`config.mk`:
```
export PLATFORM = sky130hd
export DESIGN_NAME = keypad_menu_top
export DESIGN_NICKNAME = d
export VERILOG_FILES = /design/src/rtl/keypad_pkg.sv /design/src/rtl/key_debouncer.sv /design/src/rtl/keypad_menu_top.sv /design/src/rtl/keypad_scanner.sv /design/src/rtl/menu_controller.sv /design/src/rtl/segment_scan.sv
export VERILOG_INCLUDE_DIRS = /design/src /design/src/rtl
export SDC_FILE = /design/constraint.sdc
export NUM_CORES = 1
export LEC_CHECK = 0
export BUFFER_PORTS_ARGS = -buffer_cell sky130_fd_sc_hd__buf_2
export CAP_MARGIN = 25
export CORE_MARGIN = 3
export CORE_UTILIZATION = 31
export CTS_BUF_LIST = sky130_fd_sc_hd__clkbuf_4
export DETAILED_ROUTE_END_ITERATION = 12
export GPL_TIMING_DRIVEN = 1
export PLACE_DENSITY_LB_ADDON = 0.05
export SLEW_MARGIN = 5
export SYNTH_ARGS = -nofsm -noshare
export SYNTH_HDL_FRONTEND = slang
export SYNTH_SLANG_ARGS = --single-unit
export TNS_END_PERCENT = 1
```
`constraint.sdc`:
```
create_clock -name clk -period 3.38 [get_ports clk]
set_clock_uncertainty 0.1 [all_clocks]
set_input_delay 0.338 -clock clk [delete_from_list [all_inputs] [get_ports clk]]
set_output_delay 0.338 -clock clk [all_outputs]
set_load 0.02 [all_outputs]
```
`src/rtl/keypad_config.svh`:
```
`ifndef KEYPAD_CONFIG_SVH
`define KEYPAD_CONFIG_SVH

// Cycles each keypad column stays driven low
`define KEY_SCAN_DIV 4

// Identical frames to accept a press, empty frames to accept a release
`define KEY_DEBOUNCE 3

// Cycles each display digit stays lit
`define SEG_SCAN_DIV 4

// Display width in digits
`define SEG_DIGITS 8

`endif

```
`src/rtl/keypad_pkg.sv`:
```
`default_nettype none

package keypad_pkg;

    typedef logic [3:0] key_code_t;
    typedef logic [3:0] line_t;
    typedef logic [3:0] digit_t;
    typedef logic [7:0] seg_t;
    typedef logic [7:0] an_t;
    typedef logic [1:0] page_t;

    typedef enum logic [0:0] {
        mode_browse,
        mode_entered
    } menu_mode_t;

    // Navigation keys, code is row * 4 + column
    localparam key_code_t key_left   = 4'd0;
    localparam key_code_t key_right  = 4'd1;
    localparam key_code_t key_return = 4'd4;
    localparam key_code_t key_enter  = 4'd5;

    // Active-low {dp, g, f, e, d, c, b, a}
    function automatic seg_t glyph(digit_t d);
        case (d)
            4'h0:    glyph = 8'hc0;
            4'h1:    glyph = 8'hf9;
            4'h2:    glyph = 8'ha4;
            4'h3:    glyph = 8'hb0;
            4'h4:    glyph = 8'h99;
            4'h5:    glyph = 8'h92;
            4'h6:    glyph = 8'h82;
            4'h7:    glyph = 8'hf8;
            4'h8:    glyph = 8'h80;
            4'h9:    glyph = 8'h90;
            4'ha:    glyph = 8'h88;
            4'hb:    glyph = 8'h83;
            4'hc:    glyph = 8'hc6;
            4'hd:    glyph = 8'ha1;
            4'he:    glyph = 8'h86;
            default: glyph = 8'h8e;
        endcase
    endfunction

endpackage

`default_nettype wire

```
`src/rtl/key_debouncer.sv`:
```
`timescale 1ns/1ps
`default_nettype none
`include "keypad_config.svh"

module key_debouncer (
    input  wire logic                  clk,
    input  wire logic                  reset_n,
    input  wire logic                  frame_done,
    input  wire logic                  frame_hit,
    input  wire keypad_pkg::key_code_t frame_code,
    output logic                       key_held,
    output keypad_pkg::key_code_t      key_code,
    output logic                       key_press
);

    localparam int cnt_w = $clog2(`KEY_DEBOUNCE + 1);
    localparam logic [cnt_w-1:0] cnt_last = cnt_w'(`KEY_DEBOUNCE - 1);

    // Frames matched so far, press or release depending on key_held
    logic [cnt_w-1:0]      stable_cnt;
    keypad_pkg::key_code_t cand_code;
    logic                  same_code;
    logic                  accept;

    assign same_code = (stable_cnt != '0) && (frame_code == cand_code);
    assign accept    = frame_done && !key_held && frame_hit && same_code
                       && (stable_cnt == cnt_last);

    always_ff @(posedge clk) begin
        if (!reset_n) begin
            key_held   <= 1'b0;
            key_press  <= 1'b0;
            stable_cnt <= '0;
        end else begin
            key_press <= 1'b0;
            if (frame_done) begin
                if (!key_held) begin
                    if (!frame_hit) begin
                        stable_cnt <= '0;
                    end else if (accept) begin
                        key_held   <= 1'b1;
                        key_press  <= 1'b1;
                        stable_cnt <= '0;
                    end else if (same_code) begin
                        stable_cnt <= stable_cnt + cnt_w'(1);
                    end else begin
                        // New candidate restarts the count
                        stable_cnt <= cnt_w'(1);
                    end
                end else if (frame_hit) begin
                    stable_cnt <= '0;
                end else if (stable_cnt == cnt_last) begin
                    key_held   <= 1'b0;
                    stable_cnt <= '0;
                end else begin
                    stable_cnt <= stable_cnt + cnt_w'(1);
                end
            end
        end
    end

    always_ff @(posedge clk) begin
        if (frame_done && frame_hit && !key_held) begin
            cand_code <= frame_code;
        end
        if (accept) begin
            key_code <= cand_code;
        end
    end

endmodule

`default_nettype wire

```
`src/rtl/keypad_menu_top.sv`:
```
`timescale 1ns/1ps
`default_nettype none
`include "keypad_config.svh"

module keypad_menu_top (
    input  wire logic              clk,
    input  wire logic              reset_n,
    input  wire keypad_pkg::line_t row,
    output keypad_pkg::line_t      col,
    output keypad_pkg::seg_t       seg,
    output keypad_pkg::an_t        an
);

    logic                       frame_done;
    logic                       frame_hit;
    keypad_pkg::key_code_t      frame_code;
    logic                       key_held;
    keypad_pkg::key_code_t      key_code;
    logic                       key_press;
    logic [4*`SEG_DIGITS-1:0]   digits;
    keypad_pkg::an_t            dots;

    keypad_scanner u_scanner (
        .clk        (clk),
        .reset_n    (reset_n),
        .row        (row),
        .col        (col),
        .frame_done (frame_done),
        .frame_hit  (frame_hit),
        .frame_code (frame_code)
    );

    key_debouncer u_debouncer (
        .clk        (clk),
        .reset_n    (reset_n),
        .frame_done (frame_done),
        .frame_hit  (frame_hit),
        .frame_code (frame_code),
        .key_held   (key_held),
        .key_code   (key_code),
        .key_press  (key_press)
    );

    menu_controller u_menu (
        .clk        (clk),
        .reset_n    (reset_n),
        .key_press  (key_press),
        .key_code   (key_code),
        .digits     (digits),
        .dots       (dots)
    );

    segment_scan u_display (
        .clk        (clk),
        .reset_n    (reset_n),
        .digits     (digits),
        .dots       (dots),
        .seg        (seg),
        .an         (an)
    );

endmodule

`default_nettype wire

```
`src/rtl/keypad_scanner.sv`:
```
`timescale 1ns/1ps
`default_nettype none
`include "keypad_config.svh"

module keypad_scanner (
    input  wire logic                  clk,
    input  wire logic                  reset_n,
    input  wire keypad_pkg::line_t     row,
    output keypad_pkg::line_t          col,
    output logic                       frame_done,
    output logic                       frame_hit,
    output keypad_pkg::key_code_t      frame_code
);

    localparam int div_w = $clog2(`KEY_SCAN_DIV);
    localparam logic [div_w-1:0] div_last = div_w'(`KEY_SCAN_DIV - 1);

    logic [div_w-1:0]      div_cnt;
    logic [1:0]            col_idx;
    logic                  sample;
    logic                  acc_hit;
    keypad_pkg::key_code_t acc_code;
    logic                  col_hit;
    keypad_pkg::key_code_t col_code;
    logic                  merge_hit;
    keypad_pkg::key_code_t merge_code;

    assign sample = (div_cnt == div_last);
    assign col    = ~(keypad_pkg::line_t'(1) << col_idx);

    // Lowest pressed row in the active column
    always_comb begin
        col_hit  = 1'b0;
        col_code = '0;
        for (int r = 3; r >= 0; r--) begin
            if (!row[r]) begin
                col_hit  = 1'b1;
                col_code = {2'(r), col_idx};
            end
        end
    end

    always_comb begin
        merge_hit  = acc_hit | col_hit;
        merge_code = acc_code;
        if (col_hit && (!acc_hit || col_code < acc_code)) begin
            merge_code = col_code;
        end
    end

    always_ff @(posedge clk) begin
        if (!reset_n) begin
            div_cnt    <= '0;
            col_idx    <= '0;
            acc_hit    <= 1'b0;
            frame_done <= 1'b0;
            frame_hit  <= 1'b0;
        end else begin
            frame_done <= 1'b0;
            if (sample) begin
                div_cnt <= '0;
                col_idx <= col_idx + 2'd1;
                if (col_idx == 2'd3) begin
                    acc_hit    <= 1'b0;
                    frame_done <= 1'b1;
                    frame_hit  <= merge_hit;
                end else begin
                    acc_hit <= merge_hit;
                end
            end else begin
                div_cnt <= div_cnt + div_w'(1);
            end
        end
    end

    always_ff @(posedge clk) begin
        if (sample) begin
            acc_code <= merge_code;
            if (col_idx == 2'd3) begin
                frame_code <= merge_code;
            end
        end
    end

endmodule

`default_nettype wire

```
`src/rtl/menu_controller.sv`:
```
`timescale 1ns/1ps
`default_nettype none
`include "keypad_config.svh"

module menu_controller (
    input  wire logic                  clk,
    input  wire logic                  reset_n,
    input  wire logic                  key_press,
    input  wire keypad_pkg::key_code_t key_code,
    output logic [4*`SEG_DIGITS-1:0]   digits,
    output keypad_pkg::an_t            dots
);

    keypad_pkg::menu_mode_t mode;
    keypad_pkg::page_t      page;
    keypad_pkg::key_code_t  last_code;

    //////////////////////////////////////////////////////////////////////
    // Page and mode FSM
    //////////////////////////////////////////////////////////////////////

    always_ff @(posedge clk) begin
        if (!reset_n) begin
            mode      <= keypad_pkg::mode_browse;
            page      <= '0;
            last_code <= '0;
        end else if (key_press) begin
            last_code <= key_code;
            case (mode)
                keypad_pkg::mode_browse: begin
                    if (key_code == keypad_pkg::key_right) begin
                        page <= page + 2'd1;
                    end else if (key_code == keypad_pkg::key_left) begin
                        page <= page - 2'd1;
                    end else if (key_code == keypad_pkg::key_enter) begin
                        mode <= keypad_pkg::mode_entered;
                    end
                end
                keypad_pkg::mode_entered: begin
                    // Only return leaves the page
                    if (key_code == keypad_pkg::key_return) begin
                        mode <= keypad_pkg::mode_browse;
                    end
                end
            endcase
        end
    end

    //////////////////////////////////////////////////////////////////////
    // Digit codes
    //////////////////////////////////////////////////////////////////////

    always_comb begin
        for (int i = 0; i < `SEG_DIGITS; i++) begin
            digits[4*i +: 4] = keypad_pkg::digit_t'(page);
        end
        dots = '1;
        if (mode == keypad_pkg::mode_browse) begin
            // Digit 0 echoes the last key
            digits[3:0] = last_code;
        end else begin
            dots[`SEG_DIGITS-1] = 1'b0;
        end
    end

endmodule

`default_nettype wire

```
`src/rtl/segment_scan.sv`:
```
`timescale 1ns/1ps
`default_nettype none
`include "keypad_config.svh"

module segment_scan (
    input  wire logic                      clk,
    input  wire logic                      reset_n,
    input  wire logic [4*`SEG_DIGITS-1:0]  digits,
    input  wire keypad_pkg::an_t           dots,
    output keypad_pkg::seg_t               seg,
    output keypad_pkg::an_t                an
);

    localparam int div_w = $clog2(`SEG_SCAN_DIV);
    localparam logic [div_w-1:0] div_last = div_w'(`SEG_SCAN_DIV - 1);
    localparam int idx_w = $clog2(`SEG_DIGITS);
    localparam logic [idx_w-1:0] idx_last = idx_w'(`SEG_DIGITS - 1);

    logic [div_w-1:0]   div_cnt;
    logic [idx_w-1:0]   dig_idx;
    keypad_pkg::digit_t cur_digit;
    keypad_pkg::seg_t   seg_next;

    always_comb begin
        cur_digit   = digits[4*dig_idx +: 4];
        seg_next    = keypad_pkg::glyph(cur_digit);
        seg_next[7] = dots[dig_idx];
    end

    always_ff @(posedge clk) begin
        if (!reset_n) begin
            div_cnt <= '0;
            dig_idx <= '0;
        end else if (div_cnt == div_last) begin
            div_cnt <= '0;
            dig_idx <= (dig_idx == idx_last) ? '0 : dig_idx + idx_w'(1);
        end else begin
            div_cnt <= div_cnt + div_w'(1);
        end
    end

    // Both outputs come from the same index, so they switch together
    always_ff @(posedge clk) begin
        if (!reset_n) begin
            an  <= ~keypad_pkg::an_t'(1);
            seg <= '1;
        end else begin
            an  <= ~(keypad_pkg::an_t'(1) << dig_idx);
            seg <= seg_next;
        end
    end

endmodule

`default_nettype wire

```
After elaboration in Yosys (flattened, before gate mapping)
Memory sizes are Yosys's and may differ from the RTL's. A register that Yosys moved wholly into a read port is not among the register bits.
Cells that the tools add are included.
{"block": "word_totals", "reg_bits": 55, "latchBits": 0, "ramBits": 0, "romBits": 112, "in_bits": 6, "wordCells": 102, "memories": 1}
{"block": "op_classes", "addsub": 7, "mul": 0, "div": 0, "magnitude_cmp": 2, "n_eq_ne": 9, "n_shift": 3, "mux": 34, "bitwise": 6, "n_reduce_logical": 21}
{"name": "(name not given)", "depth": 16, "width": 7, "rd": 1, "rd_ports_with_merged_regs": 1, "wr": 0, "line_no": "keypad_pkg.sv:25", "source": "case (d)"}
{"cell": "32-bit by 6-bit variable part select with 4-bit output", "count": 1}
{"cell": "4-bit 2-to-1 mux", "count": 6}
{"cell": "1-bit 2-to-1 mux", "count": 17}
{"cell": "2-bit 2-to-1 mux", "count": 8}
{"cell": "2-bit by 1-bit adder with 2-bit output, second input constant", "count": 5}
{"cell": "2-bit equality test, second input constant", "count": 4}
{"cell": "4-bit by 3-bit equality test with 1-bit output, second input constant", "count": 2}
{"cell": "1-bit logical AND", "count": 8}
{"cell": "8-bit inverter", "count": 1}
{"cell": "1-bit by 3-bit << shifter with 8-bit output, first input constant", "count": 1}
{"cell": "4-bit by 1-bit equality test with 1-bit output, second input constant", "count": 1}
{"cell": "4-bit equality test", "count": 1}
{"cell": "4-bit logical NOT", "count": 1}
{"cell": "3-bit by 4-bit less-than comparator with 1-bit output, second input constant", "count": 1}
{"cell": "4-bit less-than comparator", "count": 1}
{"cell": "4-bit inverter", "count": 1}
{"cell": "2-bit AND reduction", "count": 2}
{"cell": "2-bit nonzero test", "count": 2}
{"cell": "2-bit OR reduction", "count": 2}
{"cell": "1-bit by 2-bit << shifter with 4-bit output, first input constant", "count": 1}
{"cell": "3-bit by 1-bit adder with 3-bit output, second input constant", "count": 1}
{"cell": "1-bit binary-select mux with 3-bit select", "count": 1}
{"cell": "3-bit equality test, second input constant", "count": 1}
{"cell": "1-bit logical NOT", "count": 3}
{"cell": "other kinds (8)", "count": 10}

Depth between registers and ports, before layout
Gate-level depths: netlist (run 1).
{"block": "logic_depth", "word_depth": 8, "ltp_mapped": 8, "mapped_depth_nobuf": 7}

By module
From an unflattened synthesis (run 1), not the netlist that was laid out.
{"block": "unflattened", "hier_cells": 325, "hier_area_um2": 3293.2}
{"mod": "segment_scan", "n_inst": 1, "cells_per_inst": 119, "area_each_um2": 1246.2, "seq_area_each_um2": 420.4}
{"mod": "keypad_scanner", "n_inst": 1, "cells_per_inst": 85, "area_each_um2": 864.6, "seq_area_each_um2": 380.4}
{"mod": "menu_controller", "n_inst": 1, "cells_per_inst": 72, "area_each_um2": 599.3, "seq_area_each_um2": 140.1}
{"mod": "key_debouncer", "n_inst": 1, "cells_per_inst": 49, "area_each_um2": 583.1, "seq_area_each_um2": 320.3}

Worst setup path after synthesis (run 1)
Ideal clock, no wire load.
{"block": "synth_timing", "kind": "register to register", "start": "register u_display.dig_idx[2]", "end": "register u_display.seg[3]", "arrival_time_ps": 2215, "required_time_ps": 3144, "path_slack_ps": 929, "stages_incl_launch_ff": 9, "path_buffers": 1, "period_less_slack_ps": 2451, "cell_sequence": "dfxtp_1 > buf_4 > nor4_4 > mux2i_1 > inv_1 > ha_1 > and3_2 > a2111oi_2 > a31oi_1"}
{"block": "synth_between", "elab_chain_len": 1}
{"element": "from (decl)", "line_no": "segment_scan.sv:20", "source": "logic [idx_w-1:0] dig_idx;"}
{"element": "from (signal assigned)", "line_no": "segment_scan.sv:36", "source": "dig_idx <= (dig_idx == idx_last) ? '0 : dig_idx + idx_w'(1);"}
{"element": "32-bit by 6-bit variable part select with 4-bit output", "line_no": "segment_scan.sv:25", "source": "cur_digit = digits[4*dig_idx +: 4];"}
{"element": "to (decl)", "line_no": "segment_scan.sv:10", "source": "output keypad_pkg::seg_t seg,"}
No other way between the ends.
A chain may end at the register's enable or synchronous reset.

Worst setup path in the final report (run 1)
{"block": "layout_timing", "start": "register u_display.dig_idx[0]", "end": "register u_display.seg[3]"}
Same word-level chain as after synthesis.

==> impl_metrics.yaml, run 1 <==
outcome:
  status: "complete, no violations"
hold_path:
  hold_depth: 2
  holdCritPathClass: "primary input to register"
synthesis:
  synth_cell_types: 51
  synthArstFlopShare_pct: 0
  yosysMostFrequentCell: "dfxtp_1"
  yosys-top-cells-area: "dfxtp_1 29%, edfxtp_1 18%, ha_1 12%"
  ys_warn_count: 0
  yosys.area_share.adder_pct: 11.8
  ys_seq_elements: 55
  syn_area_mm2: 0.00265
  synthesis.nets: 292
  synth_commonest_cells: "39 x dfxtp_1, 25 x ha_1, 25 x nor2_1, 21 x inv_1, 16 x edfxtp_1"
  synthFlopType: "dfxtp_1"
  muxShareOfSynthArea_pct: 5.14
  synth_simple_gate_area_share_pct: 17.4
  synth_xor_area_share_pct: 2.64
  synth_compound_area_share_pct: 10.9
  synth_top_family_by_area: "simple AND/OR/NAND/NOR gates"
  synth_area_per_cell_um2: 10.2
  synth_edf_count: 16
  synth_top_area_share_pct: 29.4
  yosys.area.top_type: "dfxtp_1"
  seq_area_frac_synth_pct: 47.5
  synthCells: 261
placed_design:
  io_buffers: 25
  dp.cells: 382
  place_congestion: 0.778
  dp_hpwl_mm: 3.62
critical_path:
  path_cells: "nor4_4 -> buf_4 -> mux2i_1 -> inv_1 -> ha_1 -> and3_2 -> a2111oi_2 -> a31oi_1"
  crit_cells: 8
  critPathMaxFanout: 10
  crit_required_ns: 3.54
  critPathMaxStageDelay_ns: 0.47
  cp-start-kind: "register"
  cp.buffers_inverters: 2
  crit_arrival_ns: 2.80
  cpMaxStageDelayCell: "mux2i_1"
  r2r_cells: 8
  worst_setup_path_end_kind: "register"
  cp_top_family: "simple AND/OR/NAND/NOR gates"
  crit_type: "register to register"
timing:
  period_share_pct: 78.0
  hold_violations: 0
  setup_viol: 0
  setup_tns_ns: 0
  rsz0062_at_grt: "no"
  fin_crit_ns: 2.64
  drv_slew: 0
  slew_headroom_pct: 43.2
  tightest_slew_ns: 0.851
  fmax_mhz: 379
die:
  initial_core_util_pct: 32.1
  die_height_um: 98.5
  fp.dieW_um: 98.5
  io_pins: 26
  core.rowCount: 33
  coreArea_mm2: 0.00826
  dieArea_mm2: 0.00970
route:
  drc: 0
  vias: 1899
  wl_mm: 5.05
  drtPass1Iterations: 4
  drt_iter0_markers: 31
  ant_nets: 0
  routedWlPerCell_um: 12.9
  vias_per_cell: 4.87
layout:
  layout-drive-gt1-share_pct: 16.1
  seq_area_mm2: 0.00126
  syn_to_final_growth_pct: 12.3
  multi_input_area_mm2: 0.00127
  final_nets: 315
  n_antenna_cell: 0
  fin_cells: 390
  fin_util_pct: 36.1
  fillers: 879
clock_tree:
  postCtsSetupBuffers: 0
  clk_path_buf_depth: 2
  cts_sinks: 55
  clock-root-buffer: "clkbuf_4"
  clkTransAtPathRegs_ns: 0.17
  cts-buffers-inserted: 5
  cts_tree: "yes"
  ctsResizeCount: 0
  worstSkewPairLatency_ns: 0.38
  hold_buffers: 0
  h-tree-depth: 2
global_routing:
  antenna_found_initial: 0
  grt_pass1_vias: 1834
  grt_pass1_wl_mm: 8.63
  grt_usage_pct: 10.9
  grt_max_degree: 25
  overflow: 0
pwr:
  leakagePower_nw: 1.19
  peakVddDrop_uv: 176
  cellPowerDensity_mw_per_mm2: 422
flow_run:
  drv_cap: 0
## where the power goes
group          internal [mW]  switching, mW
sequential             0.696         0.0140
clock                  0.231          0.214
combinational         0.0417         0.0603
total                  0.969          0.289
## registers in the layout, indices dropped and copies added, names as in the netlist
register and count:
u_display.seg 8, u_debouncer.key_code 4, u_debouncer.cand_code 4, u_debouncer.key_press 1, u_display.div_cnt 2, u_scanner.frame_code 4, u_scanner.col_idx 2, u_scanner.acc_code 4
u_display.an 8, u_scanner.acc_hit 1, u_debouncer.stable_cnt 2, u_display.dig_idx 3, u_scanner.frame_hit 1, u_scanner.div_cnt 2, u_scanner.frame_done 1, u_debouncer.key_held 1
u_menu.last_code 4, u_menu.mode 1, u_menu.page 2
## layout make-up
type	count	area share, %
Sequential cell	55	42.4
Inverter	21	2.65
Multi-Input combinational cell	175	42.6
Clock buffer	5	1.26
Clock inverter	3	2.23
Tap cell	105	4.41
Timing Repair Buffer	26	4.45
## path summary, 6_finish.rpt
kind,from,endpoint,slack (ns)
setup / recovery,u_display.dig_idx[0],u_display.seg[3],0.74
hold / removal,reset_n,u_display.an[3],0.19
setup reg to reg,u_display.dig_idx[0],u_display.seg[3],0.74
hold reg to reg,u_display.div_cnt[0],u_display.div_cnt[0],0.34
## stage by stage
| step | hold WS, ns | total power [mW] | cell area, um^2 | worst slack (ns) |
|---|---|---|---|---|
| 2_1_floorplan | 0.304 | 0.797 | 2650 | 0.929 |
| 3_3_place_gp | 0.320 | 0.829 | 2870 | 0.802 |
| 3_5_place_dp | 0.317 | 0.829 | 2870 | 0.779 |
| 4_1_cts | 0.192 | 1.28 | 2980 | 0.740 |
| 5_1_grt | 0.185 | 1.32 | 2980 | 0.587 |
| 6_report | 0.192 | 1.26 | 2980 | 0.742 |
## routing by layer
metal,part of all wire (%),track usage [%],wire length [um]
met5,0,0,0
met4,1.7,4.10,85
met3,4.3,2.83,218
met2,47,17.8,2380
met1,47,14.0,2370
## logic make-up (layout without fill, tap and decap cells)
logic type               count (synthesis)  count (layout)
AND/OR/NAND/NOR                         87              87
flip-flops                              55              55
AO/OA/AOI/OAI                           42              42
buffers and inverters                   31              55
adder cells (fa/ha/maj)                 25              25
multiplexers                            13              13
XOR/XNOR                                 8               8
## placed cells by master, fill, tap and decap left out, types with 2 or more instances in the layout
cell,synthesis,layout
nand4_1,2,2
nand4b_1,2,2
and4_1,2,2
edfxtp_1,16,16
bufinv_16,0,2
inv_1,21,21
o211ai_1,2,2
xnor2_1,2,2
and3_1,3,3
nand3_1,13,13
nor2_1,25,25
ha_1,25,25
dfxtp_1,39,39
o21ai_0,9,9
o311ai_0,2,2
nor4_1,2,2
a211oi_1,2,2
a21oi_1,12,12
a211o_1,2,2
buf_2,1,25
nor3_1,7,7
and3_2,2,2
o32ai_1,2,2
clkbuf_4,0,5
mux2i_1,11,11
nand2_1,15,15
nand2b_1,2,2
a31oi_1,3,3
xor2_1,6,6
nand3b_1,2,2
(Power assumes the default switching activity.)
==> run 2: changes to the inputs <==
==> constraint.sdc (replaced) <==
create_clock -name clk -period 2.4 [get_ports clk]
set_clock_uncertainty 0.1 [all_clocks]
set_input_delay 0.24 -clock clk [delete_from_list [all_inputs] [get_ports clk]]
set_output_delay 0.24 -clock clk [all_outputs]
set_load 0.02 [all_outputs]
==> run 2 against run 1 <==
Net effect: register-to-register slack got worse by 0.49 ns; cell count increased by 2.6%; critical path depth decreased by 1; count of clock-buffer cells in the layout increased by 2; sequential share of layout area decreased by 0.48 points; fmax increased by 23%; non-clock buffer count increased by 10; utilization increased by 0.41 points; routed wire length increased by 1.4%; sequential power increased by 40%; global-route usage increased by 0.091 points; largest cell class unchanged.
==> impl_metrics.yaml, run 2 (synthesis results as in run 1) <==
timing:
  fmax_mhz: 467
  rsz0062_at_grt: "no"
  slew_headroom_pct: 55.9
  fin_crit_ns: 2.14
  hold_violations: 0
  period_share_pct: 89.3
  setup_tns_ns: 0
  tightest_slew_ns: 0.661
  drv_slew: 0
  setup_viol: 0
layout:
  layout_commonest_cell: "dfxtp_1"
  syn_to_final_growth_pct: 13.5
  fillers: 864
  top_regs: "u_display.an: 8 flops, u_display.seg: 8 flops"
  multi_input_area_mm2: 0.00127
  final_nets: 325
  n_antenna_cell: 0
  layout-drive-gt1-share_pct: 19.3
  seq_area_mm2: 0.00126
  final_cell_mix: "39 x dfxtp_1, 25 x nor2_1, 25 x ha_1, 25 x buf_2, 21 x inv_1"
  fin_util_pct: 36.5
clock_tree:
  worstSkewPairLatency_ns: 0.37
  cts_sinks: 55
  cts-buffers-inserted: 5
  clock-root-buffer: "clkbuf_4"
  hold_buffers: 0
  h-tree-depth: 2
  ctsResizeCount: 0
  clk_path_buf_depth: 2
  postCtsSetupBuffers: 0
  cts_tree: "yes"
  clkTransAtPathRegs_ns: 0.16
global_routing:
  grt_util_met1_pct: 14.1
  antenna_found_initial: 0
  grt_max_degree: 20
  met2_usage_pct: 18.5
  top_usage_layer: "met2"
  grt_usage_pct: 11.0
  grt_pass1_vias: 1852
  use_met3_pct: 2.48
  grt_pass1_wl_mm: 8.76
  overflow: 0
pwr:
  leakagePower_nw: 1.22
  cellPowerDensity_mw_per_mm2: 524
  peakVddDrop_uv: 211
placed_design:
  io_buffers: 25
  dp_hpwl_mm: 3.75
  place_congestion: 0.761
hold_path:
  holdCritPathClass: "primary input to register"
route:
  routedWlPerCell_um: 12.8
  drt_iter0_markers: 72
  ant_nets: 0
  drc: 0
  drtPass1Iterations: 4
  wl_mm: 5.12
  vias: 1906
  vias_per_cell: 4.77
die:
  core.rowCount: 33
  die_height_um: 98.5
  coreArea_mm2: 0.00826
  dieArea_mm2: 0.00970
  io_pins: 26
  initial_core_util_pct: 32.1
  fp.dieW_um: 98.5
flow_run:
  drv_cap: 0
critical_path:
  cp-start-kind: "register"
  crit_required_ns: 2.47
  crit_type: "register to register"
  worst_setup_path_end_kind: "register"
  critPathMaxFanout: 5
  crit_arrival_ns: 2.22
outcome:
  status: "complete, no violations"
[run 2: cell types whose count changed in the layout (fill, tap and decap cells not counted), sizes merged]
cell / previous run / this run
clkbuf: 5 / 7
bufinv: 2 / 0
buf: 26 / 36
[run 2: layout make-up]
type                    count  area share (%)
multi-input cells         175            42.3
repair buffers             36            6.90
flip-flops and latches     55            41.9
inverters                  21            2.62
clock inverters             1           0.208
clock buffers               7            1.74
well taps                 105            4.36
[run 2: path summary, 6_finish.rpt]
check	start	end	slack [ns]	cells after the start
hold reg to reg	u_display.div_cnt[0]	u_display.div_cnt[0]	0.34	1
hold / removal	reset_n	u_display.an[7]	0.16	3
setup reg to reg	u_scanner.col_idx[1]	u_scanner.frame_code[3]	0.26	7
setup / recovery	u_scanner.col_idx[1]	u_scanner.frame_code[3]	0.26	7
[run 2: stage by stage]
step,hold WS [ns],power [mW],cell area [um^2],instances,setup WS (ns)
after floorplan,0.276,1.12,2660,261,0.00719
after global placement,0.321,1.18,2950,392,0.111
after detailed placement,0.318,1.18,2950,392,0.0802
after CTS,0.141,1.61,3010,400,0.228
after global routing,0.156,1.67,3010,400,0.0470
final,0.159,1.58,3010,400,0.257
[run 2: power breakdown]
group	total (mW)	internal, mW	leakage, nW	switching, mW
Clock	0.423	0.140	0.0367	0.282
Combinational	0.159	0.0668	0.718	0.0919
Sequential	0.996	0.980	0.464	0.0152
Total	1.58	1.19	1.22	0.390
[run 2: worst max-delay path: stages, from the launching register on]
cell,delay (ns)
dfxtp_1,0.39
inv_1,0.16
nor2_1,0.07
ha_1,0.29
nand4_1,0.11
o211ai_2,0.33
mux2i_1,0.13
nor4_1,0.36
[run 2: layer usage]
metal / vias to the layer above / wire length [um]
met4: 0 / 56
li1: 994 / -
met5: - / 0
met3: 4 / 169
met1: 876 / 2500
met2: 32 / 2390
==> run 3: changes to the inputs <==
--- a/config.mk
+++ b/config.mk
@@ -12,8 +12,7 @@
 export CORE_UTILIZATION = 31
 export CTS_BUF_LIST = sky130_fd_sc_hd__clkbuf_4
 export DETAILED_ROUTE_END_ITERATION = 12
-export GPL_TIMING_DRIVEN = 1
-export PLACE_DENSITY_LB_ADDON = 0.05
+export GPL_TIMING_DRIVEN = 0
 export SLEW_MARGIN = 5
 export SYNTH_ARGS = -nofsm -noshare
 export SYNTH_HDL_FRONTEND = slang
==> run 3 against run 2 <==
Net effect: routed wire length down 6.6%; count of clock-buffer cells in the layout unchanged; clock power up 22%; sequential cell count unchanged; die area unchanged; sequential power about the same; sequential share of layout area down 0.53 points; first-iteration DRC count down 44%; worst hold slack worse by 0.089 ns; cell count up 0.75%; via count up 0.26%.
==> impl_metrics.yaml, run 3 (synthesis results as in run 1) <==
outcome:
  status: "complete, no violations"
die:
  die_height_um: 98.5
  fp.dieW_um: 98.5
  core.rowCount: 33
  dieArea_mm2: 0.00970
  io_pins: 26
  initial_core_util_pct: 32.1
  coreArea_mm2: 0.00826
timing:
  rsz0062_at_grt: "no"
  setup_viol: 0
  drv_slew: 0
  fin_crit_ns: 2.30
  slew_headroom_pct: 63.5
  tightest_slew_ns: 0.547
  period_share_pct: 95.8
  hold_violations: 0
  fmax_mhz: 435
  setup_ws_ns: 0.102
  hold_slack_ns: 0.0700
route:
  vias: 1911
  drtPass1Iterations: 4
  drc: 0
  ant_nets: 0
  wl_met3_um: 197
  wl_met2_mm: 2.25
  met1_length_mm: 2.27
  wl_mm: 4.78
  drt_iter0_markers: 40
  dr.max_layer_used: "met4"
  vias_per_cell: 4.74
  routedWlPerCell_um: 11.9
critical_path:
  crit_required_ns: 2.55
  crit_type: "register to register"
  critPathMaxFanout: 9
  cp-start-kind: "register"
  worst_setup_path_end_kind: "register"
  crit_arrival_ns: 2.45
clock_tree:
  cts_sinks: 55
  hold_buffers: 0
  clkTransAtPathRegs_ns: 0.15
  h-tree-depth: 2
  cts-buffers-inserted: 5
  cts_tree: "yes"
  clock-root-buffer: "clkbuf_4"
  clk_path_buf_depth: 2
  worstSkewPairLatency_ns: 0.37
placed_design:
  placed_cell_area_mm2: 0.00291
  place_congestion: 0.859
  place_ws_ns: -0.315
  dp_hpwl_mm: 3.55
  dp.cells: 391
  io_buffers: 25
layout:
  fin_util_pct: 36.9
  n_antenna_cell: 0
  layout-drive-gt1-share_pct: 19.1
  fin_cells: 403
  fin_area_mm2: 0.00305
  layout_commonest_cell: "dfxtp_1"
  fillers: 868
  final_nets: 328
  top_regs: "u_display.an: 8 flops, u_display.seg: 8 flops"
  syn_to_final_growth_pct: 15.0
  final_cell_mix: "39 x dfxtp_1, 26 x buf_2, 25 x nor2_1, 24 x ha_1, 19 x inv_1"
global_routing:
  grt_max_degree: 17
  overflow: 0
  antenna_found_initial: 0
  grt_usage_pct: 10.7
  grt_pass1_wl_mm: 8.63
  grt_pass1_vias: 1870
pwr:
  leakagePower_nw: 1.21
  cellPowerDensity_mw_per_mm2: 549
  peakVddDrop_uv: 233
flow_run:
  drv_cap: 0
hold_path:
  holdCritPathClass: "primary input to register"
[run 3: path summary, 6_finish.rpt]
path                        start              endpoint  slack, ns  cells after the start
max          u_display.dig_idx[2]      u_display.seg[3]       0.10                      9
min                       reset_n   u_scanner.frame_hit       0.07                      3
max reg2reg  u_display.dig_idx[2]      u_display.seg[3]       0.10                      9
min reg2reg  u_scanner.div_cnt[0]  u_scanner.div_cnt[0]       0.34                      1
[run 3: routing by layer]
layer,track usage [%],vias to the layer above
met1,13.2,874
met4,3.47,0
met2,18.1,38
met5,0,-
li1,-,991
met3,2.83,8
[run 3: metrics by stage]
step / total power [mW] / setup TNS (ns)
2_1_floorplan: 1.12 / 0
3_3_place_gp: 1.16 / -0.510
3_5_place_dp: 1.17 / -0.717
4_1_cts: 1.70 / 0
5_1_grt: 1.76 / 0
6_report: 1.68 / 0
[run 3: layout make-up]
| class | instances | area, um^2 | share of cell area, % |
|---|---|---|---|
| clock buffers | 7 | 52.6 | 1.72 |
| flip-flops and latches | 55 | 1260 | 41.3 |
| inverters | 21 | 78.8 | 2.58 |
| plain buffers | 10 | 42.5 | 1.39 |
| repair buffers | 29 | 155 | 5.09 |
| multi-input cells | 175 | 1300 | 42.6 |
| clock inverters | 1 | 30.0 | 0.984 |
| well taps | 105 | 131 | 4.31 |
[run 3: critical path, stage by stage, from the launching register on]
cell and delay [ns]:
dfxtp_1 0.34, buf_4 0.17, nor4_4 0.29, buf_4 0.17
mux2i_4 0.23, inv_2 0.07, ha_1 0.22, and3_2 0.21
a2111oi_2 0.32, a31oi_1 0.07
[run 3: where the power goes]
group          internal (mW)  total (mW)  switching, mW
sequential             0.980       0.994         0.0141
clock                  0.244       0.515          0.271
combinational         0.0697       0.166         0.0960
[run 3: repair_timing]
item,in CTS,in global routing
endpoints found under the setup margin,5,6
buffers inserted,4,0
endpoints found under the hold margin,0,0
pin swaps,1,0
gates resized for setup,1,6
